===== src/source/accel_cfg_pkg.sv =====
// #########################################################################
// accelerator configuration
// sizes shared by every block: lane count, group size, element and sum
// widths, operand memory depth and the pipeline drain length
// #########################################################################

package accel_cfg_pkg;

  localparam int num_lanes  = 4;    // lanes, one output port each
  localparam int group_size = 4;    // activations per memory word

  localparam int data_width = 8;    // activation, weight, clip bound, output element
  localparam int acc_width  = 16;   // product and accumulated sum, wraps mod 2^16

  localparam int mem_depth  = 256;  // words per operand memory
  localparam int max_reads  = 16;   // largest reads per iteration

  // cycles from the last activation read issue to the last output write:
  // memory read, multiply-accumulate, clip register
  localparam int pipe_drain = 3;

endpackage


===== src/source/accel_types_pkg.sv =====
// #########################################################################
// accelerator types
// vector typedefs built from the configuration sizes, plus the job FSM
// state encoding
// #########################################################################

package accel_types_pkg;

  typedef logic [accel_cfg_pkg::data_width-1:0] elem_t;  // one 8-bit element

  // a memory word holds either one activation group or one weight per lane
  typedef logic [accel_cfg_pkg::group_size*accel_cfg_pkg::data_width-1:0] word_t;

  typedef logic [$clog2(accel_cfg_pkg::mem_depth)-1:0] addr_t;  // wraps at depth
  typedef logic [$clog2(accel_cfg_pkg::mem_depth)-1:0] iter_t;  // one weight word per iter
  typedef logic [$clog2(accel_cfg_pkg::max_reads):0]   slot_t;  // must hold max_reads itself

  typedef logic [accel_cfg_pkg::acc_width-1:0] sum_t;
  typedef logic [accel_cfg_pkg::group_size*accel_cfg_pkg::acc_width-1:0] sum_group_t;

  typedef enum logic [2:0] {
    idle,
    weight_req,   // weight word read issued
    weight_wait,  // weight word on the bus, lanes latch it
    stream,       // one activation read per cycle
    drain         // pipeline empties before busy drops
  } job_state_t;

endpackage


===== src/source/output_writer.sv =====
// #########################################################################
// output writer
// clips one lane's final sums into the configured window and registers
// the output word, its address and the write strobe
// #########################################################################

module output_writer (
  input  logic                        clk,
  input  logic                        reset,
  input  logic                        start,
  input  accel_types_pkg::addr_t      write_address,
  input  accel_types_pkg::elem_t      min_clip,
  input  accel_types_pkg::elem_t      max_clip,
  input  logic                        result,
  input  accel_types_pkg::slot_t      result_slot,
  input  accel_types_pkg::sum_group_t sums,
  output accel_types_pkg::word_t      data,
  output accel_types_pkg::addr_t      addr,
  output logic                        valid
);

  accel_types_pkg::addr_t base_q;
  accel_types_pkg::elem_t min_q;
  accel_types_pkg::elem_t max_q;
  accel_types_pkg::word_t clipped;

  always_comb begin
    accel_types_pkg::sum_t s;
    for (int g = 0; g < accel_cfg_pkg::group_size; g++) begin
      s = sums[g*accel_cfg_pkg::acc_width +: accel_cfg_pkg::acc_width];
      if (s < accel_types_pkg::sum_t'(min_q)) begin
        clipped[g*accel_cfg_pkg::data_width +: accel_cfg_pkg::data_width] = min_q;
      end else if (s > accel_types_pkg::sum_t'(max_q)) begin
        clipped[g*accel_cfg_pkg::data_width +: accel_cfg_pkg::data_width] = max_q;
      end else begin
        clipped[g*accel_cfg_pkg::data_width +: accel_cfg_pkg::data_width] =
          accel_types_pkg::elem_t'(s);  // in window, low byte is exact
      end
    end
  end

  always_ff @(posedge clk) begin
    if (start) begin
      base_q <= write_address;
      min_q  <= min_clip;
      max_q  <= max_clip;
    end
    data <= clipped;
    addr <= base_q + accel_types_pkg::addr_t'(result_slot);  // wraps at 256
  end

  always_ff @(posedge clk) begin
    if (reset) begin
      valid <= 1'b0;
    end else begin
      valid <= result;
    end
  end

endmodule


===== config.mk =====
export PLATFORM = sky130hd
export DESIGN_NAME = output_writer
export DESIGN_NICKNAME = d
export VERILOG_FILES = /design/src/source/accel_cfg_pkg.sv /design/src/source/accel_types_pkg.sv /design/src/source/output_writer.sv
export SDC_FILE = /design/constraint.sdc
export NUM_CORES = 1
export LEC_CHECK = 0
export ABC_CLOCK_PERIOD_IN_PS = 2400
export BUFFER_PORTS_ARGS = -buffer_cell sky130_fd_sc_hd__buf_2
export CORE_ASPECT_RATIO = 0.7
export CORE_UTILIZATION = 44
export DETAILED_ROUTE_END_ITERATION = 10
export GPL_TIMING_DRIVEN = 1
export PLACE_DENSITY_LB_ADDON = 0.08
export SYNTH_ARGS = -nofsm -noshare
export SYNTH_HDL_FRONTEND = slang
export SYNTH_SLANG_ARGS = --single-unit

===== constraint.sdc =====
create_clock -name clk -period 2.4 [get_ports clk]
set_clock_uncertainty 0.1 [all_clocks]
set_input_delay 0.48 -clock clk [delete_from_list [all_inputs] [get_ports clk]]
set_output_delay 0.48 -clock clk [all_outputs]
set_load 0.05 [all_outputs]

==> flow_metrics.py <==
metrics = {
    "logic_synthesis": {
        "ys_ff_latch": 65,
        "syn-num-nets": 597,
        "avgSynthCellArea_um2": 9.93,
        "syn-cell-area_um2": 4310,
        "synthCells": 434,
        "ys_seq_area_share_pct": 35.8,
        "yosysUniqueCellTypes": 38,
        "ys_warn_count": 0,
    },
    "worst_setup_path": {
        "critPathRequiredTime_ns": 2.49,
        "worstPathMaxFanout": 8,
        "worstPathArrival_ns": 2.38,
        "timing.rr.start": "max_q[0]",
        "crit_type": "register to register",
        "critPathCaptureType": "register",
        "crit_start": "max_q[0]",
        "startpoint_type": "register",
    },
    "placement": {
        "place_ws_ns": -0.0652,
        "dp_hpwl_um": 10900,
        "gp_congestion": 0.888,
        "io_buffers": 137,
        "dp.cells": 727,
    },
    "final_layout": {
        "fill_cells": 829,
        "area_growth_pct": 32.7,
        "nets": 777,
        "drive_above_1_share_pct": 35.2,
        "diodes": 0,
        "layoutNonFillerInstCount": 743,
    },
    "sta": {
        "finalSetupTns_ns": 0,
        "hold_viol": 0,
        "fin_ws_ns": 0.115,
        "slew_viol_final": 0,
        "period_share_pct": 95.2,
        "period_needed_ns": 2.29,
        "timing.fmax_ghz": 0.438,
        "worst_pin_slew_ns": 0.570,
        "hold_slack_ns": 0.198,
        "grt_setup_unrepaired": "no",
        "finalSetupViolations": 0,
        "slew_headroom_pct": 61.9,
    },
    "route": {
        "viasPerCell": 5.86,
        "wl_per_cell_um": 19.0,
        "post-route-drc-count": 0,
        "route.top_layer_used": "met4",
        "finalWirelength_um": 14100,
        "via_count": 4356,
        "drtIter0Drc": 330,
        "antenna_left": 0,
        "wl_met2_um": 6160,
        "wl_met3_um": 1400,
        "firstDrtPassIters": 5,
        "wl_met1_um": 6150,
    },
    "power_and_ir_drop": {
        "total_power_mw": 3.71,
        "ir_drop_uv": 353,
        "leakage_nw": 2.52,
        "p_per_area_nw_per_um2": 649,
    },
    "clocking": {
        "clock_latency_ns": 0.34,
        "cts.clk_slew.worst_paths_ns": 0.05,
        "cts-root-buf": "clkbuf_16",
        "cts_hold_buf": 0,
        "clockBufferDepth": 2,
        "cts_inserted_buffers": 9,
        "htree_levels": 3,
        "cts_sinks": 65,
        "cts_tree": "built",
    },
    "grt": {
        "grt_pass1_vias": 4062,
        "grt.total_usage_pct": 28.1,
        "antenna_found_initial": 0,
        "grt_pass1_wl_um": 21300,
        "gr-total-overflow": 0,
        "grt_start_max_net_pins": 25,
    },
    "die": {
        "dieArea_um2": 10200,
        "coreArea_um2": 9290,
        "die_width_um": 120,
        "pin_count": 138,
        "start_util_pct": 46.4,
        "fp-row-count": 29,
        "die_y_um": 84.8,
    },
    "run": {
        "maxCapViolCount": 0,
    },
    "hold_path": {
        "min_from": "reset",
        "hold_class": "primary input to register",
    },
    "run_status": {
        "status": "finished clean",
    },
}
-- through the flow --
stage          area, um2  utilization (%)
5_1_grt             5720             61.6
2_1_floorplan       4310                -
3_3_place_gp        5400             58.1
6_report            5720             61.6
4_1_cts             5710             61.5
3_5_place_dp        5400             58.1
-- logic make-up after synthesis --
family	share of synthesized area, %
XOR/XNOR	0.812
flip-flops	35.8
buffers and inverters	4.09
AND/OR/NAND/NOR	19.1
adder cells (fa/ha/maj)	19.3
AO/OA/AOI/OAI	21.0
-- final cells by class --
class / count / area (um2) / share of cell area [%]
clock buffers: 11 / 243 / 4.24
multi-input cells: 332 / 2620 / 45.7
inverters: 25 / 93.8 / 1.64
clock inverters: 5 / 56.3 / 0.984
flip-flops and latches: 65 / 1540 / 26.9
well taps: 124 / 155 / 2.71
repair buffers: 181 / 1020 / 17.8
-- cells in the final DEF (no fill, tap or decap), types with 2 or more instances in the layout --
cell and count:
nand4_1 44, a31oi_1 32, and2_1 4, nor2b_1 9
inv_1 25, nor3_1 32, a41oi_1 4, buf_4 44
xnor2_1 4, a211o_1 5, dfxtp_1 41, o21a_1 4
clkinv_2 2, a211oi_2 4, nand2b_2 4, a2111oi_4 4
buf_2 137, nand3_2 3, o211ai_1 4, nor4_2 2
a21oi_1 15, clkbuf_16 9, a21o_1 5, nor2_1 10
edfxtp_1 24, nand2_1 15, or2_1 4, ha_1 65
o21ai_0 9, nor4_1 6, nor3_2 4, o31ai_1 32
o21ai_1 2
-- state kept, by name (all words and copies together), names as in the netlist --
register  cells
valid         1
addr          8
min_q         8
max_q         8
base_q        8
data         32
-- worst paths after layout --
kind         endpoint  slack [ns]  depth (start not counted)
max reg2reg  data[23]        0.11                          8
min             valid        0.20                          2
min reg2reg   addr[0]        0.36                          1
max          data[23]        0.11                          8
-- layer usage --
layer,vias up,track usage (%)
met4,0,9.88
met5,-,0
met1,1988,37.7
met2,235,44.6
met3,36,6.38
li1,2097,-
-- Yosys cell counts, drive strengths merged --
library cell / instances / area share, %
o21a: 4 / 0.70
edfxtp: 24 / 17
a211o: 5 / 1.0
o311ai: 1 / 0.20
nand4: 44 / 6.4
o211ai: 4 / 0.70
a31oi: 32 / 4.6
nor2b: 10 / 1.5
o21ai: 11 / 1.3
nand2: 15 / 1.3
a21oi: 15 / 1.7
ha: 65 / 19
or2: 4 / 0.58
nor3: 36 / 4.6
nand2b: 4 / 0.81
a41oi: 4 / 0.81
nor4: 8 / 1.5
buf: 12 / 1.9
nand3: 4 / 0.81
nor2: 10 / 0.87
a21boi: 1 / 0.17
and2: 4 / 0.58
o31ai: 32 / 5.6
nor3b: 1 / 0.17
xnor2: 4 / 0.81
a211oi: 4 / 0.70
dfxtp: 41 / 19
a2111oi: 4 / 2.6
fa: 1 / 0.46
a21o: 5 / 0.87
inv: 25 / 2.2
-- report_power, final --
part / switching, mW / leakage (nW) / internal, mW
clock: 0.491 / 0.145 / 0.830
sequential: 0.0427 / 0.581 / 1.25
combinational: 0.717 / 1.80 / 0.376
total: 1.25 / 2.52 / 2.46
-- critical path: stages, from the launching register on --
cell      delay [ns]
edfxtp_1        0.59
ha_1            0.37
nand4_1         0.09
nor2_1          0.18
buf_4           0.15
nor2b_1         0.04
buf_4           0.15
o31ai_1         0.34
a31oi_1         0.15
-- repair_timing --
item | 4_1_cts | 5_1_grt
setup endpoints to repair | 4 | 10
gates resized for setup | 3 | 2
buffers inserted | 0 | 0
Note: power is estimated with default switching activity, not from simulation.
