==> src/source/accel_cfg_pkg.sv <==
// #########################################################################
// accelerator configuration
// sizes shared by every block: lane count, group size, element and sum
// widths, operand memory depth and the pipeline drain length
// #########################################################################

package accel_cfg_pkg;

  localparam int num_lanes  = 4;    // lanes, one output port each
  localparam int group_size = 4;    // activations per memory word

  localparam int data_width = 8;    // activation, weight, clip bound, output element
  localparam int acc_width  = 16;   // product and accumulated sum, wraps mod 2^16

  localparam int mem_depth  = 256;  // words per operand memory
  localparam int max_reads  = 16;   // largest reads per iteration

  // cycles from the last activation read issue to the last output write:
  // memory read, multiply-accumulate, clip register
  localparam int pipe_drain = 3;

endpackage

==> src/source/accel_types_pkg.sv <==
// #########################################################################
// accelerator types
// vector typedefs built from the configuration sizes, plus the job FSM
// state encoding
// #########################################################################

package accel_types_pkg;

  typedef logic [accel_cfg_pkg::data_width-1:0] elem_t;  // one 8-bit element

  // a memory word holds either one activation group or one weight per lane
  typedef logic [accel_cfg_pkg::group_size*accel_cfg_pkg::data_width-1:0] word_t;

  typedef logic [$clog2(accel_cfg_pkg::mem_depth)-1:0] addr_t;  // wraps at depth
  typedef logic [$clog2(accel_cfg_pkg::mem_depth)-1:0] iter_t;  // one weight word per iter
  typedef logic [$clog2(accel_cfg_pkg::max_reads):0]   slot_t;  // must hold max_reads itself

  typedef logic [accel_cfg_pkg::acc_width-1:0] sum_t;
  typedef logic [accel_cfg_pkg::group_size*accel_cfg_pkg::acc_width-1:0] sum_group_t;

  typedef enum logic [2:0] {
    idle,
    weight_req,   // weight word read issued
    weight_wait,  // weight word on the bus, lanes latch it
    stream,       // one activation read per cycle
    drain         // pipeline empties before busy drops
  } job_state_t;

endpackage

==> src/source/mac_lane.sv <==
// #########################################################################
// multiply-accumulate lane
// multiplies each activation group by the lane's weight byte and adds the
// products into per-slot sums, emitting them on the last iteration
// #########################################################################

module mac_lane (
  input  logic                        clk,
  input  logic                        reset,
  input  logic                        act_valid,
  input  accel_types_pkg::word_t      act_data,
  input  logic                        weight_valid,
  input  accel_types_pkg::elem_t      weight_byte,
  input  accel_types_pkg::slot_t      slot,
  input  logic                        first_iter,
  input  logic                        last_iter,
  output logic                        result,
  output accel_types_pkg::slot_t      result_slot,
  output accel_types_pkg::sum_group_t sums
);

  accel_types_pkg::sum_group_t acc [accel_cfg_pkg::max_reads];  // one group of sums per slot
  accel_types_pkg::sum_group_t acc_next;
  accel_types_pkg::elem_t      weight_q;
  accel_types_pkg::slot_t      slot_d;
  logic                        first_d;
  logic                        last_d;
  logic [$clog2(accel_cfg_pkg::max_reads)-1:0] acc_idx;

  assign acc_idx = slot_d[$clog2(accel_cfg_pkg::max_reads)-1:0];

  // new sums for the slot whose data is on the bus
  always_comb begin
    accel_types_pkg::sum_t base;
    accel_types_pkg::sum_t prod;
    for (int g = 0; g < accel_cfg_pkg::group_size; g++) begin
      base = first_d ? '0 : acc[acc_idx][g*accel_cfg_pkg::acc_width +: accel_cfg_pkg::acc_width];
      prod = accel_types_pkg::sum_t'(act_data[g*accel_cfg_pkg::data_width +:
                                              accel_cfg_pkg::data_width])
           * accel_types_pkg::sum_t'(weight_q);
      acc_next[g*accel_cfg_pkg::acc_width +: accel_cfg_pkg::acc_width] = base + prod;  // wraps
    end
  end

  always_ff @(posedge clk) begin
    if (weight_valid) begin
      weight_q <= weight_byte;  // held until the next iteration's weight arrives
    end
    if (act_valid) begin
      acc[acc_idx] <= acc_next;
    end
    slot_d      <= slot;        // tags travel with the read, one cycle
    result_slot <= slot_d;
    sums        <= acc_next;
  end

  always_ff @(posedge clk) begin
    if (reset) begin
      first_d <= 1'b0;
      last_d  <= 1'b0;
      result  <= 1'b0;
    end else begin
      first_d <= first_iter;
      last_d  <= last_iter;
      result  <= act_valid && last_d;  // final sums only
    end
  end

endmodule

==> config.mk <==
export PLATFORM = sky130hd
export DESIGN_NAME = mac_lane
export DESIGN_NICKNAME = d
export VERILOG_FILES = /design/src/source/accel_cfg_pkg.sv /design/src/source/accel_types_pkg.sv /design/src/source/mac_lane.sv
export SDC_FILE = /design/constraint.sdc
export NUM_CORES = 2
export LEC_CHECK = 0
export BUFFER_PORTS_ARGS = -buffer_cell sky130_fd_sc_hd__clkbuf_2
export CAP_MARGIN = 10
export CORE_MARGIN = 4
export CORE_UTILIZATION = 50
export CTS_BUF_LIST = sky130_fd_sc_hd__clkbuf_2
export CTS_CLUSTER_DIAMETER = 60
export DETAILED_ROUTE_END_ITERATION = 8
export GPL_TIMING_DRIVEN = 1
export PLACE_DENSITY = 0.69
export SYNTH_ARGS = -nofsm -noshare
export SYNTH_HDL_FRONTEND = slang
export SYNTH_SLANG_ARGS = --single-unit
==> constraint.sdc <==
create_clock -name clk -period 14.5 [get_ports clk]
set_clock_uncertainty 0.1 [all_clocks]
set_input_delay 4.35 -clock clk [delete_from_list [all_inputs] [get_ports clk]]
set_output_delay 4.35 -clock clk [all_outputs]
set_load 0.01 [all_outputs]
==> impl_metrics.json <==
{
  "cp.required_ns": 15.38,
  "place_hpwl_um": 70200,
  "fin_hold_ws_ns": 0.234,
  "regToRegStartpoint": "slot_d[0]",
  "grt_pass1_vias": 28336,
  "drt_wl_total_um": 119000,
  "num_io_pins": 121,
  "synthAdderAreaFrac_pct": 11.4,
  "setup_tns_ns": 0,
  "clockRootBuffer": "clkbuf_2",
  "post_cts_buffers": 0,
  "seq_area_frac_synth_pct": 64.4,
  "max-vdd-ir-drop_mv": 0.222,
  "place.gp.congestion": 0.832,
  "gr-usage-all-layers_pct": 22.9,
  "synth-edff-count": 1032,
  "fin_util_pct": 55.5,
  "grt_antenna_before_repair": 19,
  "cts_resized": 0,
  "rr_endpoint": "acc[4][45]",
  "viasPerCell": 5.68,
  "drc_errors": 0,
  "nets": 3551,
  "die_h_um": 326,
  "hold_path.class": "flop to flop",
  "rows": 116,
  "firstDrtPassIters": 6,
  "arrival_ns": 9.11,
  "die_w_um": 326,
  "syn_area_per_cell_sq_um": 18.2,
  "syn_inst": 2777,
  "synth-simple-area-share_pct": 4.57,
  "htree_levels": 5,
  "fin_area_sq_um": 55600,
  "cts.path.max_buffers": 4,
  "vias": 26548,
  "ys_warn_count": 0,
  "synthTopCellsByCount": "edfxtp_1, inv_1, mux4_2",
  "clock-sinks": 1109,
  "min_period_over_period_pct": 56.8,
  "grt_max_degree": 127,
  "synth.area.top_cells": "edfxtp_1, mux4_2, fa_1, ha_1, dfxtp_1",
  "use_met1_pct": 30.6,
  "crit_fanout": 46,
  "path_class": "flop to flop",
  "final.min_clock_period_ns": 8.23,
  "cap_violations": 0,
  "max_freq_mhz": 121,
  "setup_viol": 0,
  "syn_nets": 3168,
  "clock_latency_ns": 1.47,
  "final_max_slew_viol_count": 0,
  "startpoint_type": "flop",
  "core_area_sq_um": 100000,
  "yosysMostFrequentCell": "edfxtp_1",
  "numCtsBuffers": 289,
  "synth_top_family_by_area": "multiplexers",
  "cts_tree": "done",
  "gr-total-overflow": 0,
  "met2_usage_pct": 37.1,
  "yosysTopAreaCell": "edfxtp_1",
  "rsz0062_at_grt": "no",
  "clkSlewWorstSetupHoldPaths_ns": 0.09,
  "hold_viol": 0,
  "grt_pass1_wl_um": 179000,
  "port_buffers": 120,
  "tightest_slew_ns": 1.30,
  "layout-drive-gt1-share_pct": 29.6,
  "place_area_sq_um": 52900,
  "r2r_cells": 19,
  "synth_compound_area_share_pct": 1.34,
  "synth_area_sq_um": 50500,
  "rrSetupSlack_ns": 6.27,
  "hold_path_startpoint": "slot_d[4]",
  "synthXorXnorAreaFrac_pct": 0.885,
  "maxSlewHeadroom_pct": 13.1,
  "busiest_layer": "met2",
  "p_leak_uw": 0.0207,
  "synthMuxAreaShare_pct": 14.1,
  "fillerInstances": 7971,
  "critPathCaptureType": "flop",
  "min_to": "result_slot[4]",
  "synth-seq-cells": 1109,
  "dieArea_sq_um": 106000,
  "met3_usage_pct": 5.96,
  "routedWlPerCell_um": 25.5,
  "power_density_nw_per_um2": 222,
  "hold-path-cell-count": 0,
  "initial_core_util_pct": 50.4,
  "drt.antenna.violating_nets": 0,
  "areaGrowthSynthToFinish_pct": 10.1,
  "drtIter0Drc": 2482,
  "synthFlopType": "edfxtp_1",
  "synth.distinct_cells": 50,
  "hold_buffers": 0,
  "synthArstFlopShare_pct": 0,
  "synth_top_area_share_pct": 61.4,
  "status": "completed"
}
flip-flops by register name, indices dropped and copies added, names as in the netlist:
| name | flops |
|---|---|
| slot_d | 5 |
| last_d | 1 |
| result_slot | 5 |
| sums | 64 |
| result | 1 |
| first_d | 1 |
| acc | 1024 |
| weight_q | 8 |
per-layer routing:
| metal | vias to the layer above | part of all wire, % |
|---|---|---|
| met1 | 13853 | 39 |
| met2 | 1187 | 49 |
| li1 | 11314 | - |
| met4 | 10 | 2.6 |
| met3 | 184 | 9.4 |
| met5 | - | 0.061 |
critical path, stage by stage (launching register included):
cell      delay, ns
dfxtp_4        0.77
buf_4          0.79
buf_4          0.84
mux4_2         0.61
mux4_2         0.48
nor2b_1        0.17
fa_1           0.46
ha_1           0.31
ha_1           0.28
inv_1          0.05
fa_1           0.48
inv_1          0.04
ha_1           0.20
fa_1           0.46
a21o_1         0.19
a211oi_1       0.36
o21ai_1        0.18
a31o_1         0.23
a21oi_1        0.17
xnor2_1        0.51
logic make-up after synthesis:
group                      Yosys count
AOI/OAI and AO/OA                  103
xor gates and xnor gates            51
adders and majority gates          340
buffers and inverters              424
DFF                               1109
muxes                              323
and+or+nand+nor                    427
how the worst max path moves through the flow:
stage	end	start	slack, ns
2_1_floorplan	acc[0][0]	act_valid	4.65
3_5_place_dp	acc[3][46]	act_data[20]	5.00
3_3_place_gp	acc[10][46]	act_data[20]	5.18
5_1_grt	acc[8][44]	slot_d[0]	5.58
4_1_cts	acc[1][46]	slot_d[0]	5.85
6_report	acc[4][45]	slot_d[0]	6.27
cell usage in the layout, fill, tap and decap left out, types with 4 or more instances in the layout:
| cell | synthesis | final |
|---|---|---|
| a21oi_1 | 27 | 27 |
| xnor2_1 | 43 | 37 |
| dfxtp_4 | 0 | 4 |
| inv_2 | 0 | 4 |
| buf_4 | 3 | 75 |
| a31oi_1 | 4 | 4 |
| inv_1 | 319 | 319 |
| nor3_2 | 0 | 4 |
| a211oi_1 | 8 | 8 |
| and2_1 | 181 | 181 |
| o21a_1 | 8 | 8 |
| fa_1 | 200 | 200 |
| dfxtp_1 | 77 | 72 |
| mux4_2 | 309 | 309 |
| nand2b_1 | 31 | 31 |
| o21ai_0 | 16 | 16 |
| and3_1 | 4 | 4 |
| nand3_1 | 7 | 7 |
| nor2_1 | 45 | 33 |
| diode_2 | 0 | 12 |
| clkinv_1 | 0 | 41 |
| ha_1 | 140 | 140 |
| o21ai_1 | 9 | 9 |
| nor2b_1 | 39 | 39 |
| edfxtp_1 | 1032 | 1032 |
| clkbuf_2 | 0 | 555 |
| bufinv_16 | 0 | 4 |
| a221oi_2 | 4 | 4 |
| xnor2_2 | 0 | 6 |
| mux2i_1 | 14 | 14 |
| xor2_1 | 8 | 8 |
| a21o_1 | 9 | 9 |
| nor3_1 | 11 | 7 |
| clkinv_2 | 0 | 11 |
| nand2_1 | 98 | 98 |
| nor2_4 | 0 | 12 |
final cells by class:
class	instances	area (sq um)	area share [%]
multi-input combinational	1244	16400	29.6
sequential	1109	32500	58.6
timing repair buffer	197	1200	2.17
antenna	12	30.0	0.0540
clock inverter	60	344	0.619
tap	1298	1620	2.92
inverter	319	1200	2.15
clock buffer	435	2180	3.92
report_power, final:
group	leakage, uW	switching (uW)	internal, uW
clock	0.00199	1220	862
sequential	0.00999	130	5750
combinational	0.00875	3010	1370
metrics by stage:
step | setup slack [ns] | total power [uW] | cells
final | 6.27 | 12300 | 4674
after global routing | 5.58 | 13100 | 4664
after CTS | 5.85 | 12300 | 4648
after detailed placement | 5.00 | 10200 | 4153
after global placement | 5.18 | 9940 | 4153
after floorplan | 4.65 | 8540 | 2777
(Power assumes the default switching activity.)
