[config.mk]
export PLATFORM = sky130hd
export DESIGN_NAME = job_fsm
export DESIGN_NICKNAME = d
export VERILOG_FILES = /design/src/source/accel_cfg_pkg.sv /design/src/source/accel_types_pkg.sv /design/src/source/job_fsm.sv
export SDC_FILE = /design/constraint.sdc
export NUM_CORES = 1
export LEC_CHECK = 0
export BUFFER_PORTS_ARGS = -buffer_cell sky130_fd_sc_hd__buf_2
export CELL_PAD_IN_SITES_DETAIL_PLACEMENT = 1
export CELL_PAD_IN_SITES_GLOBAL_PLACEMENT = 2
export CORE_AREA = 2 2 39 41
export DETAILED_ROUTE_END_ITERATION = 16
export DIE_AREA = 0 0 41 43
export GPL_ROUTABILITY_DRIVEN = 0
export HOLD_SLACK_MARGIN = 0.03
export PLACE_DENSITY = 0.54
export SLEW_MARGIN = 30
export SYNTH_ARGS = -nofsm -noshare
export SYNTH_HDL_FRONTEND = slang
export SYNTH_SLANG_ARGS = --single-unit
[constraint.sdc]
create_clock -name clk -period 1.2 [get_ports clk]
set_input_delay 0.06 -clock clk [delete_from_list [all_inputs] [get_ports clk]]
set_output_delay 0.06 -clock clk [all_outputs]
set_load 0.02 [all_outputs]
[src/source/accel_cfg_pkg.sv]
// #########################################################################
// accelerator configuration
// sizes shared by every block: lane count, group size, element and sum
// widths, operand memory depth and the pipeline drain length
// #########################################################################

package accel_cfg_pkg;

  localparam int num_lanes  = 4;    // lanes, one output port each
  localparam int group_size = 4;    // activations per memory word

  localparam int data_width = 8;    // activation, weight, clip bound, output element
  localparam int acc_width  = 16;   // product and accumulated sum, wraps mod 2^16

  localparam int mem_depth  = 256;  // words per operand memory
  localparam int max_reads  = 16;   // largest reads per iteration

  // cycles from the last activation read issue to the last output write:
  // memory read, multiply-accumulate, clip register
  localparam int pipe_drain = 3;

endpackage

[src/source/accel_types_pkg.sv]
// #########################################################################
// accelerator types
// vector typedefs built from the configuration sizes, plus the job FSM
// state encoding
// #########################################################################

package accel_types_pkg;

  typedef logic [accel_cfg_pkg::data_width-1:0] elem_t;  // one 8-bit element

  // a memory word holds either one activation group or one weight per lane
  typedef logic [accel_cfg_pkg::group_size*accel_cfg_pkg::data_width-1:0] word_t;

  typedef logic [$clog2(accel_cfg_pkg::mem_depth)-1:0] addr_t;  // wraps at depth
  typedef logic [$clog2(accel_cfg_pkg::mem_depth)-1:0] iter_t;  // one weight word per iter
  typedef logic [$clog2(accel_cfg_pkg::max_reads):0]   slot_t;  // must hold max_reads itself

  typedef logic [accel_cfg_pkg::acc_width-1:0] sum_t;
  typedef logic [accel_cfg_pkg::group_size*accel_cfg_pkg::acc_width-1:0] sum_group_t;

  typedef enum logic [2:0] {
    idle,
    weight_req,   // weight word read issued
    weight_wait,  // weight word on the bus, lanes latch it
    stream,       // one activation read per cycle
    drain         // pipeline empties before busy drops
  } job_state_t;

endpackage

[src/source/job_fsm.sv]
// #########################################################################
// job sequencer
// accepts a configure pulse when idle, then per iteration fetches one
// weight word and streams the activation reads, drains the pipeline and
// holds busy for the whole job
// #########################################################################

module job_fsm (
  input  logic clk,
  input  logic reset,
  input  logic configure,
  input  logic slot_last,
  input  logic iter_last,
  input  logic drain_done,
  output logic start,
  output logic weight_rd,
  output logic act_rd,
  output logic next_iter,
  output logic drain,
  output logic busy
);

  accel_types_pkg::job_state_t state;
  accel_types_pkg::job_state_t state_next;

  always_ff @(posedge clk) begin
    if (reset) begin
      state <= accel_types_pkg::idle;
    end else begin
      state <= state_next;
    end
  end

  always_comb begin
    state_next = state;
    case (state)
      accel_types_pkg::idle: begin
        if (configure) begin
          state_next = accel_types_pkg::weight_req;
        end
      end
      accel_types_pkg::weight_req:  state_next = accel_types_pkg::weight_wait;
      accel_types_pkg::weight_wait: state_next = accel_types_pkg::stream;
      accel_types_pkg::stream: begin
        // last slot closes the iteration
        if (slot_last) begin
          state_next = iter_last ? accel_types_pkg::drain : accel_types_pkg::weight_req;
        end
      end
      accel_types_pkg::drain: begin
        if (drain_done) begin
          state_next = accel_types_pkg::idle;
        end
      end
      default: state_next = accel_types_pkg::idle;
    endcase
  end

  assign start     = (state == accel_types_pkg::idle) && configure;  // configure ignored when busy
  assign weight_rd = (state == accel_types_pkg::weight_req);
  assign act_rd    = (state == accel_types_pkg::stream);
  assign next_iter = act_rd && slot_last && !iter_last;
  assign drain     = (state == accel_types_pkg::drain);
  assign busy      = (state != accel_types_pkg::idle);  // high from the cycle after start

endmodule

==> summary.md <==
| Metric | Value |
|---|---|
| Leading post-synthesis cells by instance count | `sky130_fd_sc_hd__dfxtp_1, sky130_fd_sc_hd__nor3b_1, sky130_fd_sc_hd__nor2_1, sky130_fd_sc_hd__nor4_1` |
| Fraction of the core area covered by cells at the end of the flow | `approximately a quarter` |
| Maximum fanout count along the critical path | `5` |
| Register bit count reported by yosys | `3` |
| Vias in the first global route | `around 240` |
| Maximum count of clock buffers along a single path | `2` |
| VDD IR max | `between 0.2 and 0.25 mV` |
| Kind of start point of the critical path | `flop` |
| Beginning of the worst hold path | `configure` |
| Initial antenna violation count | `0` |
| # rows | `14` |
| Maximum Capacitance Violations | `0` |
| Slew Limit Fails | `0` |
| Total clock buffers created by CTS | `3` |
| Top post-synthesis cells by area | `sky130_fd_sc_hd__dfxtp_1, sky130_fd_sc_hd__nor3b_1, sky130_fd_sc_hd__a2111oi_2` |
| Aggregate routed wire length | `approximately 600 um` |
| Die Footprint | `roughly 0.0018 mm2` |
| Post-layout net count | `46` |
| Area growth from synthesis to final layout | `86.4%` |
| Maximum number of pins on one net before global-route repair | `10` |
| Cell area after placement | `~280 um2` |
| Post-synthesis async set-or-reset flop share | `0%` |
| Relative slew margins | `82.0%` |
| Mean post-synth cell area | `roughly 9.2 um2` |
| Number of levels in the clock H-tree | `1` |
| Gr usage total | `around 8.5%` |
| Sinks on Clock Net | `3` |
| WP data arrival | `roughly 1.1 ns` |
| Initial standard-cell utilization of the core | `between 10% and 20%` |
| Initial drt markers | `4` |
| Total power divided by cell area | `1150 mW/mm2` |
| Post-synth net total | `27` |
| Top delay family on crit path | `simple AND/OR/NAND/NOR gates` |
| CTS root buf | `sky130_fd_sc_hd__clkbuf_4` |
| Die Width | `41 um` |
| Endpoint of the worst hold path | `state[0]` |
| Die H | `43 um` |
| Cells on worst reg2reg path | `3` |
| Gate count of the mapped netlist | `21` |
| Slew at the pin closest to its max-slew limit | `0.267 ns` |
| Number of distinct standard cells referenced by the synthesized netlist | `15` |
| Final non-filler cell area | `around 360 um2` |
| Iteration count of the initial detailed-routing pass | `2` |
| Sequential element share of the synthesized area | `31.2%` |
| Registers with the most flip-flops | `state: 3 flops` |
| Final critical path time including I/O delays and setup | `approximately 1.2 ns` |
| Post-synth EDFFs | `0` |
| Source of the critical timing path | `state[1]` |
| Number of flip-flops in the largest register | `3` |
| WL/cell | `around 11 um` |
| Terminus of the critical flop-to-flop path | `state[2]` |
| Min-delay worst type | `in2reg` |
| Fraction of layout instances using a drive strength above 1 | `76.9%` |
| Worst Path Class, Setup | `reg2out` |
| Via count | `roughly 230` |
| Critical path endpoint category | `output port` |
| Quantity of I/O buffers inserted on ports | `11` |
| Post-detail-place hpwl | `between 400 and 500 um` |
| Syn. warnings | `0` |
| Clock transition at path regs | `0.04 ns` |
| Total setup violations reported at the end of the flow | `0` |
| IO Count | `12` |
| First-pass GRT wire length | `slightly below 1000 um` |
| Part of the cycle the worst path needs | `a little over nine tenths` |
| Worst Hold Depth | `3` |
| Endpoints failing hold | `0` |
| Via-to-Cell Ratio | `4.24` |
| Setup slack of the most critical reg-to-reg path | `0.20 ns` |
| Count of nets left with antenna violations after detail routing | `0` |
| RSZ-0062 raised after global routing | `yes` |
| Ordered cell list for the critical path | `or3_4, buf_6` |
| Reg-to-Reg Start | `state[1]` |
| CTS tree | `built` |
| Area share of the leading cell type in the synthesized netlist | `between 30 and 40%` |
| DRC violations left | `0` |
| Leakage power summed over all cells | `~0.16 nW` |
| Buffer and inverter count on the worst path | `1` |
| Diodes inserted | `0` |
| Floorplan Core Area | `approximately 0.0014 mm2` |
| Final global-route overflow total | `0` |
| Top FF cell, synth | `sky130_fd_sc_hd__dfxtp_1` |
| Cell area after synthesis | `approximately 190 um2` |
| Status | `finished clean` |
| Maximum operating frequency | `around 860 MHz` |
| Required time worst endpoint | `about 1.1 ns` |
| Max stage delay cell, worst path | `sky130_fd_sc_hd__or3_4` |
| Largest register by flop count | `state` |
| Critical path's largest stage delay | `roughly 0.38 ns` |
| Clock latency at the later pin of the worst-skew pair | `0.23 ns` |
| Worst Skew | `roughly 0.00053 ns` |
| Cell type with the highest aggregate area in the netlist | `sky130_fd_sc_hd__dfxtp_1` |
==> routing by layer <==
metal	share of wire (%)	vias to the layer above	GRT usage (%)	wire [um]
li1	-	115	-	-
met1	41	111	9.94	243
met2	55	7	11.3	325
met3	4.2	0	1.57	25
met4	0	0	10.0	0
met5	0	-	0	0
==> worst min-delay path: stages <==
cell	delay, ns
sky130_fd_sc_hd__buf_2	0.11
sky130_fd_sc_hd__nand2b_4	0.06
sky130_fd_sc_hd__a2111oi_2	0.05
==> worst max-delay path by stage <==
| stage | endpoint | slack, ns | cells after the start |
|---|---|---|---|
| 3_5_place_dp | busy | 0.17 | 2 |
| 3_3_place_gp | state[0] | 0.17 | 2 |
| 5_1_grt | next_iter | -0.02 | 3 |
| 6_report | busy | 0.03 | 2 |
| 2_1_floorplan | act_rd | 0.08 | 2 |
| 4_1_cts | next_iter | -0.03 | 3 |
==> logic make-up after synthesis <==
logic type      count (synthesis)  synth area share, %
compound gates                  2                 13.0
buf+inv                         2                 4.54
flops                           3                 31.2
simple gates                   14                 51.3
==> placed cells by master (no fill, tap or decap) <==
cell / Yosys / routed
sky130_fd_sc_hd__buf_2: 1 / 9
sky130_fd_sc_hd__buf_4: 0 / 4
sky130_fd_sc_hd__clkbuf_4: 0 / 3
sky130_fd_sc_hd__nor3b_2: 1 / 2
sky130_fd_sc_hd__nor3b_1: 3 / 2
sky130_fd_sc_hd__nor2_1: 2 / 2
sky130_fd_sc_hd__dfxtp_4: 0 / 2
sky130_fd_sc_hd__inv_4: 0 / 1
sky130_fd_sc_hd__or3_4: 0 / 1
sky130_fd_sc_hd__nand2b_4: 1 / 1
sky130_fd_sc_hd__nor3_1: 1 / 1
sky130_fd_sc_hd__nand2_2: 0 / 1
sky130_fd_sc_hd__nor4_2: 0 / 1
sky130_fd_sc_hd__and3_1: 1 / 1
sky130_fd_sc_hd__a2111oi_2: 1 / 1
sky130_fd_sc_hd__a22o_2: 1 / 1
sky130_fd_sc_hd__and3_2: 1 / 1
sky130_fd_sc_hd__nor4_1: 2 / 1
sky130_fd_sc_hd__clkbuf_1: 0 / 1
sky130_fd_sc_hd__dlygate4sd3_1: 0 / 1
sky130_fd_sc_hd__buf_6: 0 / 1
sky130_fd_sc_hd__dfxtp_2: 0 / 1
==> through the flow <==
step           power [mW]  setup slack (ns)  instances  hold slack (ns)  setup TNS [ns]
6_report            0.414            0.0320         55            0.101               0
5_1_grt             0.441           -0.0221         55            0.105         -0.0221
4_1_cts             0.413           -0.0346         54           0.0966         -0.0346
3_5_place_dp        0.213             0.173         49            0.283               0
3_3_place_gp        0.212             0.172         49            0.286               0
2_1_floorplan       0.174            0.0783         21            0.129               0
==> timing repair <==
| action | 4_1_cts | 5_1_grt |
|---|---|---|
| pin swaps | 0 | 2 |
| setup buffers | 0 | 1 |
| hold endpoints to repair | 1 | 0 |
| resized for setup | 6 | 7 |
| hold buffers | 1 | 0 |
| setup endpoints to repair | 4 | 3 |
==> cell type report <==
| class | instances | area, um2 |
|---|---|---|
| clock buffer | 4 | 26.3 |
| fill | 168 | 1020 |
| inverter | 1 | 6.26 |
| multi-input combinational | 16 | 141 |
| sequential | 3 | 68.8 |
| tap | 16 | 20.0 |
| timing repair buffer | 15 | 96.3 |
==> power breakdown <==
group	switching [mW]	internal [mW]	total (mW)	leakage, nW
Clock	0.0536	0.125	0.178	0.0150
Combinational	0.0527	0.0598	0.113	0.121
Sequential	0.0147	0.108	0.123	0.0264
Note: power is estimated with default switching activity, not from simulation.
