$ cat config.mk
export PLATFORM = sky130hd
export DESIGN_NAME = loop_counter
export DESIGN_NICKNAME = d
export VERILOG_FILES = /design/src/source/accel_cfg_pkg.sv /design/src/source/accel_types_pkg.sv /design/src/source/loop_counter.sv
export SDC_FILE = /design/constraint.sdc
export NUM_CORES = 1
export LEC_CHECK = 0
export CORE_ASPECT_RATIO = 1.25
export CORE_MARGIN = 2
export CORE_UTILIZATION = 30
export CTS_CLUSTER_SIZE = 24
export DETAILED_ROUTE_END_ITERATION = 8
export DONT_BUFFER_PORTS = 1
export GPL_TIMING_DRIVEN = 0
export HOLD_SLACK_MARGIN = 0.15
export SLEW_MARGIN = 30
export SYNTH_ARGS = -nofsm -noshare
export SYNTH_HDL_FRONTEND = slang
export SYNTH_SLANG_ARGS = --single-unit
$ cat constraint.sdc
create_clock -name clk -period 4.5 [get_ports clk]
set_input_delay 0.225 -clock clk [delete_from_list [all_inputs] [get_ports clk]]
set_output_delay 0.225 -clock clk [all_outputs]
set_load 0.01 [all_outputs]
$ cat src/source/accel_cfg_pkg.sv
// #########################################################################
// accelerator configuration
// sizes shared by every block: lane count, group size, element and sum
// widths, operand memory depth and the pipeline drain length
// #########################################################################

package accel_cfg_pkg;

  localparam int num_lanes  = 4;    // lanes, one output port each
  localparam int group_size = 4;    // activations per memory word

  localparam int data_width = 8;    // activation, weight, clip bound, output element
  localparam int acc_width  = 16;   // product and accumulated sum, wraps mod 2^16

  localparam int mem_depth  = 256;  // words per operand memory
  localparam int max_reads  = 16;   // largest reads per iteration

  // cycles from the last activation read issue to the last output write:
  // memory read, multiply-accumulate, clip register
  localparam int pipe_drain = 3;

endpackage

$ cat src/source/accel_types_pkg.sv
// #########################################################################
// accelerator types
// vector typedefs built from the configuration sizes, plus the job FSM
// state encoding
// #########################################################################

package accel_types_pkg;

  typedef logic [accel_cfg_pkg::data_width-1:0] elem_t;  // one 8-bit element

  // a memory word holds either one activation group or one weight per lane
  typedef logic [accel_cfg_pkg::group_size*accel_cfg_pkg::data_width-1:0] word_t;

  typedef logic [$clog2(accel_cfg_pkg::mem_depth)-1:0] addr_t;  // wraps at depth
  typedef logic [$clog2(accel_cfg_pkg::mem_depth)-1:0] iter_t;  // one weight word per iter
  typedef logic [$clog2(accel_cfg_pkg::max_reads):0]   slot_t;  // must hold max_reads itself

  typedef logic [accel_cfg_pkg::acc_width-1:0] sum_t;
  typedef logic [accel_cfg_pkg::group_size*accel_cfg_pkg::acc_width-1:0] sum_group_t;

  typedef enum logic [2:0] {
    idle,
    weight_req,   // weight word read issued
    weight_wait,  // weight word on the bus, lanes latch it
    stream,       // one activation read per cycle
    drain         // pipeline empties before busy drops
  } job_state_t;

endpackage

$ cat src/source/loop_counter.sv
// #########################################################################
// loop counters
// running activation and weight addresses, iteration and slot counts,
// first and last iteration tags, and the pipeline drain count
// #########################################################################

module loop_counter (
  input  logic                   clk,
  input  logic                   reset,
  input  logic                   start,
  input  logic                   act_rd,
  input  logic                   next_iter,
  input  logic                   drain,
  input  accel_types_pkg::iter_t num_iters,
  input  accel_types_pkg::slot_t num_reads_per_iter,
  input  accel_types_pkg::addr_t read_address,
  output accel_types_pkg::addr_t act_addr,
  output accel_types_pkg::addr_t weight_addr,
  output accel_types_pkg::slot_t slot,
  output logic                   first_iter,
  output logic                   iter_last,
  output logic                   slot_last,
  output logic                   drain_done
);

  accel_types_pkg::iter_t iters_q;  // job bounds
  accel_types_pkg::slot_t reads_q;
  accel_types_pkg::iter_t iter;

  always_ff @(posedge clk) begin
    if (start) begin
      iters_q <= num_iters;
      reads_q <= num_reads_per_iter;
    end
  end

  always_ff @(posedge clk) begin
    if (reset) begin
      act_addr    <= '0;
      weight_addr <= '0;
      iter        <= '0;
      slot        <= '0;
    end else if (start) begin
      act_addr    <= read_address;
      weight_addr <= read_address;
      iter        <= '0;
      slot        <= '0;
    end else begin
      // activations are laid out iteration after iteration, so one running address does
      if (act_rd) begin
        act_addr <= act_addr + 1'b1;
        slot     <= slot_last ? '0 : slot + 1'b1;
      end else if (drain) begin
        slot <= slot + 1'b1;  // slot counter doubles as drain timer
      end
      if (next_iter) begin
        iter        <= iter + 1'b1;
        weight_addr <= weight_addr + 1'b1;  // one weight word per iteration
      end
    end
  end

  assign first_iter = (iter == '0);
  assign iter_last  = (iter == iters_q - 1'b1);
  assign slot_last  = (slot == reads_q - 1'b1);
  assign drain_done = drain && (slot == accel_types_pkg::slot_t'(accel_cfg_pkg::pipe_drain - 1));

endmodule

==> out/metrics.yaml, run 1 <==
status:
  outcome: "complete, no violations"
setup_path:
  cp_data_arrival_time_ns: 2.05
  path_class: "reg -> out"
  worst-r2r-setup-slack_ns: 2.51
  ff2ff_path_depth: 6
  worstPathMaxFanout: 6
  start_kind: "flip-flop"
  r2r-start: "reads_q[0]"
  r2r_end: "slot[2]"
  end_kind: "output port"
  crit_required_ns: 4.28
power_and_ir_drop:
  sequentialPowerShare_pct: 54.5
  power_frac_clock_pct: 34.0
  p_leak_nw: 0.9374
  power_density_mw_per_mm2: 320.0
  comb_power_share_pct: 11.5
  netSwitchingPower_uw: 204.8
  peakVddDrop_uv: 196.8
  switching_share_pct: 24.92
  cellInternalPower_uw: 617.1
route:
  vias_per_cell: 4.949
  drcViolationCount: 0
  drtIter0Drc: 74
  firstDrtPassIters: 4
  finalWirelength_mm: 4.807
  ant_nets: 0
  vias: 1653
  wl_per_cell_um: 14.39
min_path:
  worstHoldPathType: "in -> reg"
  hp-start: "read_address[4]"
  hold_depth: 2
  hold_end: "act_addr[4]"
synthesis:
  ys_types: 40
  netlist_area_sq_mm: 0.002176
  syn-num-nets: 254
  synth_xor_area_share_pct: 15.30
  synth_top_area_share_pct: 26.68
  synth-seq-area-share_pct: 44.62
  synth_top_family_by_area: "XOR/XNOR gates"
  syn_inst: 219
  synthAdderAreaFrac_pct: 4.600
  synth_area_leaders: "dfxtp_1 27%, edfxtp_1 18%, xor2_1 9.3%"
  ys_seq_elements: 42
  synth-simple-area-share_pct: 15.18
  async_flop_share_pct: 0
  yosys.area.top_type: "dfxtp_1"
  synth-edff-count: 13
  yosysWarnings: 0
  syn_area_per_cell_sq_um: 9.935
  ys.flop_type: "dfxtp_1"
  synthMuxAreaShare_pct: 1.380
  synth_compound_area_share_pct: 15.12
floorplan:
  die_w_um: 80.17
  rows: 34
  die_area_sq_mm: 0.007954
  initial_core_util_pct: 31.19
  num_io_pins: 52
  die_y_um: 99.22
  coreArea_sq_mm: 0.006977
finish:
  finalInstanceArea_sq_mm: 0.002569
  seq_area_sq_um: 970.9
  nNetsFinal: 278
  antennaDiodeCount: 0
  fillers: 712
  synthToLayoutAreaGrowth_pct: 18.06
  final_layout_size_suffix_gt1_share_pct: 7.377
  multi_input_area_sq_mm: 0.001122
sta:
  period_share_pct: 50.51
  slew_headroom_pct: 58.50
  hold_viol_final: 0
  min_period_ns: 2.273
  setup-violations-final: 0
  worst_pin_slew_ns: 0.6168
  skew_ns: 0.007140
  rsz0062_at_grt: "false"
  max_freq_mhz: 440.0
  drv_slew: 0
  setup-tns-final_ns: 0
cts:
  cts_tree: "yes"
  clockBufferDepth: 2
  path_clk_slew_ns: 0.08
  cts_post_setup_buffers_inserted: 0
  htreeDepth: 2
  clkLatencyLatePin_ns: 0.28
  cts_buffers: 5
  cts_root_buffer: "clkbuf_8"
  clock_sinks: 42
global_route:
  grt_pass1_wl_mm: 8.100
  grt_overflow: 0
  grt_usage_pct: 12.79
  antenna_found_initial: 0
  grt_max_degree: 14
  grt_pass1_vias: 1693
run:
  cap_violations: 0
placed_design:
  dpl.hpwl_mm: 3.430
  post_dp_cell_area_sq_mm: 0.002288
  port_buffers: 0
  gp_congestion: 0.7180
[kinds of logic after synthesis]
family,after synthesis
AO/OA/AOI/OAI,46
XOR/XNOR,38
adder cells (fa/ha/maj),8
buffers and inverters,21
flip-flops,42
multiplexers,3
AND/OR/NAND/NOR,61
[through the flow]
step           total power, mW  instances  setup WS (ns)  hold slack, ns  util (%)
2_1_floorplan           0.5163        219          2.696          0.3239         -
3_3_place_gp            0.5358        309          2.543          0.3239     32.80
3_5_place_dp            0.5386        309          2.538          0.3239     32.80
4_1_cts                 0.8353        334          2.205          0.1509     36.82
5_1_grt                 0.8619        334          1.990          0.1890     36.82
6_report                0.8219        334          2.227          0.1532     36.82
[power groups by stage]
stage                     logic, mW  clock network [mW]  registers (mW)
final                        0.0946               0.279           0.448
after global routing          0.107               0.302           0.453
after CTS                    0.0958               0.291           0.449
after detailed placement     0.0813                   0           0.457
after global placement       0.0784                   0           0.457
after floorplan              0.0681                   0           0.448
[registers in the layout, summed over array words and instances (netlist names)]
signal,flops
act_addr,8
slot,5
weight_addr,8
iter,8
reads_q,5
iters_q,8
[worst max-delay path by stage]
stage                          start         to  slack (ns)
after floorplan           reads_q[0]    slot[2]        2.70
after global placement    reads_q[0]    slot[3]        2.54
after detailed placement  iters_q[0]  iter_last        2.54
after CTS                 iters_q[0]  iter_last        2.21
after global routing      iters_q[0]  iter_last        1.99
final                     iters_q[0]  iter_last        2.23
[synthesized netlist by cell type, types with 3 or more instances]
master      n
edfxtp_1   13
nand2_1    13
dfxtp_1    29
nand4_1     6
mux2i_1     3
o21ai_0     4
ha_1        8
a21oi_1    14
nor3_1      6
buf_2       3
o2111ai_1   3
a21boi_0   11
xnor2_1    15
nand3_1     4
a211oi_1    3
nor4_1      5
clkbuf_1    5
nor2_1     12
xor2_1     23
inv_1      12
o21bai_1    3
[per-layer routing]
layer	vias up	wire length [um]	track usage [%]	share of wire, %
met3	2	265	3.902	5.5
met5	-	0	0	0
met1	787	2012	14.89	42
met2	42	2487	22.44	52
met4	0	41	3.651	0.85
li1	822	-	-	-
[placed cells by master, fill, tap and decap left out, types with 2 or more instances in the layout]
| cell type | Yosys | layout |
|---|---|---|
| dfxtp_1 | 29 | 29 |
| xor2_1 | 23 | 23 |
| dlygate4sd3_1 | 0 | 17 |
| xnor2_1 | 15 | 15 |
| a21oi_1 | 14 | 14 |
| nand2_1 | 13 | 13 |
| edfxtp_1 | 13 | 13 |
| inv_1 | 12 | 12 |
| nor2_1 | 12 | 12 |
| a21boi_0 | 11 | 11 |
| ha_1 | 8 | 8 |
| clkbuf_8 | 0 | 8 |
| nor3_1 | 6 | 6 |
| nand4_1 | 6 | 6 |
| nor4_1 | 5 | 5 |
| clkbuf_1 | 5 | 5 |
| nand3_1 | 4 | 4 |
| o21ai_0 | 4 | 4 |
| buf_2 | 3 | 3 |
| o2111ai_1 | 3 | 3 |
| o21bai_1 | 3 | 3 |
| mux2i_1 | 3 | 3 |
| a211oi_1 | 3 | 3 |
| nor2b_1 | 2 | 2 |
| nand3b_1 | 2 | 2 |
| o31ai_1 | 2 | 2 |
| and3_1 | 2 | 2 |
| or3_1 | 2 | 2 |
[area by class of cell]
| class | count | area share (%) |
|---|---|---|
| Multi-Input combinational cell | 156 | 43.69 |
| Sequential cell | 42 | 37.80 |
| Timing Repair Buffer | 17 | 6.624 |
| Tap cell | 90 | 4.384 |
| Clock buffer | 8 | 4.286 |
| Inverter | 13 | 1.900 |
| Buffer | 8 | 1.315 |
[critical path: stages, from the launching register on]
cell and delay [ns]:
edfxtp_1 0.43, inv_1 0.08, ha_1 0.27, nand2b_1 0.17, a21boi_0 0.18, o31ai_1 0.10
nor4_1 0.53
[timing repair]
action,in CTS,in global routing
endpoints found under the hold margin,30,0
resized for setup,0,0
hold buffers,17,0
No activity file was read; power rests on OpenSTA's default activity.
==> run 2: changes to the inputs <==
clock period = 2.3 ns   (was 4.5 ns; I/O delays follow)
==> run 2 against run 1 <==
Register-to-register slack worse by 2.2 ns. Core utilization up 1.1 points. Combinational power up 110%. Hold slack worse by 0.0015 ns. Sequential cell count unchanged. Critical path depth down 1. Largest cell class unchanged. Largest power group unchanged.
==> out/metrics.yaml, run 2 (synthesized netlist as in run 1, its figures left out) <==
global_route:
  grt_pass1_wl_mm: 8.307  # was 8.100 mm
  grt_usage_pct: 13.09  # was 12.79%
  grt_pass1_vias: 1739  # was 1693
  grt_max_degree: 14  # unchanged
  antenna_found_initial: 0  # unchanged
  grt_overflow: 0  # unchanged
setup_path:
  path_class: "reg -> out"  # unchanged
  worstPathMaxFanout: 6  # unchanged
  end_kind: "output port"  # unchanged
  start_kind: "flip-flop"  # unchanged
  crit_required_ns: 2.18  # was 4.28 ns
  cp_data_arrival_time_ns: 2.00  # was 2.05 ns
floorplan:
  initial_core_util_pct: 31.19  # unchanged
  die_area_sq_mm: 0.007954  # unchanged
  die_y_um: 99.22  # unchanged
  die_w_um: 80.17  # unchanged
  num_io_pins: 52  # unchanged
  rows: 34  # unchanged
  coreArea_sq_mm: 0.006977  # unchanged
sta:
  max_freq_mhz: 471.9
  setup-violations-final: 0  # unchanged
  slew_headroom_pct: 58.46  # was 58.50%
  skew_ns: 0.007380  # was 0.007140 ns
  setup-tns-final_ns: 0  # unchanged
  drv_slew: 0  # unchanged
  worst_pin_slew_ns: 0.6174  # was 0.6168 ns
  rsz0062_at_grt: "false"  # unchanged
  period_share_pct: 92.13
  min_period_ns: 2.119
  hold_viol_final: 0  # unchanged
route:
  drcViolationCount: 0  # unchanged
  firstDrtPassIters: 4  # unchanged
  drtIter0Drc: 55  # was 74
  ant_nets: 0  # unchanged
  vias_per_cell: 4.933  # was 4.949
  vias: 1682  # was 1653
  finalWirelength_mm: 4.980  # was 4.807 mm
  wl_per_cell_um: 14.60  # was 14.39 um
status:
  outcome: "complete, no violations"  # unchanged
power_and_ir_drop:
  power_density_mw_per_mm2: 613.7  # was 320.0 mW/mm^2
  comb_power_share_pct: 12.2  # was 11.5%
  switching_share_pct: 25.13  # was 24.92%
  cellInternalPower_mw: 1.215  # was 617.1 uW
  sequentialPowerShare_pct: 54.0  # was 54.5%
  power_frac_clock_pct: 33.7  # was 34.0%
  p_leak_nw: 0.9669  # was 0.9374 nW
  peakVddDrop_uv: 386.1  # was 196.8 uV
  netSwitchingPower_uw: 407.9  # was 204.8 uW
cts:
  cts_buffers: 5  # unchanged
  cts_post_setup_buffers_inserted: 0  # unchanged
  cts_root_buffer: "clkbuf_8"  # unchanged
  clkLatencyLatePin_ns: 0.28  # about the same
  htreeDepth: 2  # unchanged
  path_clk_slew_ns: 0.08  # about the same
  clockBufferDepth: 2  # unchanged
  clock_sinks: 42  # unchanged
  cts_tree: "yes"  # unchanged
finish:
  antennaDiodeCount: 0  # unchanged
  multi_input_area_sq_mm: 0.001129  # was 0.001122 sq mm
  mostFrequentLayoutCells: "29 x dfxtp_1, 24 x dlygate4sd3_1, 23 x xor2_1"  # was 29 x dfxtp_1, 23 x xor2_1, 17 x dlygate4sd3_1
  synthToLayoutAreaGrowth_pct: 21.56  # was 18.06%
  fillers: 708  # was 712
  nNetsFinal: 285  # was 278
  seq_area_sq_um: 970.9  # unchanged
  fin_util_pct: 37.91  # was 36.82%
  final_common_cell: "dfxtp_1"  # unchanged
  final_layout_size_suffix_gt1_share_pct: 7.570  # was 7.377%
min_path:
  worstHoldPathType: "in -> reg"  # unchanged
placed_design:
  gp_congestion: 0.7180  # unchanged
  dpl.hpwl_mm: 3.430  # unchanged
  port_buffers: 0  # unchanged
run:
  cap_violations: 0  # unchanged
run 2: per-stage QoR:
step           hold WS [ns]  instance area, sq um  std cells  setup slack, ns  power [mW]
2_1_floorplan        0.2139                  2176        219           0.4962       1.010
3_3_place_gp         0.2139                  2288        309           0.3429       1.048
3_5_place_dp         0.2139                  2288        309           0.3453       1.054
4_1_cts              0.1511                  2639        341           0.1154       1.645
5_1_grt              0.1844                  2645        341          0.06284       1.698
6_report             0.1516                  2645        341           0.1811       1.623
run 2: worst max-delay path, stage by stage (launching register included):
cell and delay (ns):
edfxtp_1 0.39, inv_1 0.06, ha_1 0.22, nor2b_1 0.14, or3_4 0.38, a311oi_4 0.53
run 2: per-layer routing:
metal | vias to the layer above | global-route usage [%] | part of all wire (%)
met5 | - | 0 | 0
met1 | 800 | 14.60 | 40
met2 | 46 | 23.91 | 54
met4 | 0 | 3.651 | 0.82
li1 | 834 | - | -
met3 | 2 | 3.721 | 5.3
run 2: area by class of cell:
class                      instances  area share, %
buffer                             8          1.277
clock buffer                       8          4.163
inverter                          13          1.845
multi-input combinational        156          42.67
sequential                        42          36.71
tap                               90          4.257
timing repair buffer              24          9.082
run 2: timing repair:
item,in CTS,in global routing
hold buffers,24,0
endpoints found under the setup margin,0,1
endpoints found under the hold margin,45,0
resized for setup,0,1
run 2: worst paths after layout:
path | startpoint | to | slack, ns | depth (start not counted)
max reg2reg | reads_q[0] | slot[3] | 0.30 | 6
min reg2reg | iter[7] | iter[7] | 0.54 | 2
min | next_iter | iter[3] | 0.15 | 3
max | reads_q[0] | slot_last | 0.18 | 5
run 2: power by group through the flow:
stage	Sequential (mW)	Combinational [mW]	Clock, mW
final	0.877	0.199	0.548
after global routing	0.887	0.222	0.589
after global placement	0.895	0.153	0
after detailed placement	0.895	0.159	0
after floorplan	0.877	0.133	0
after CTS	0.878	0.198	0.568
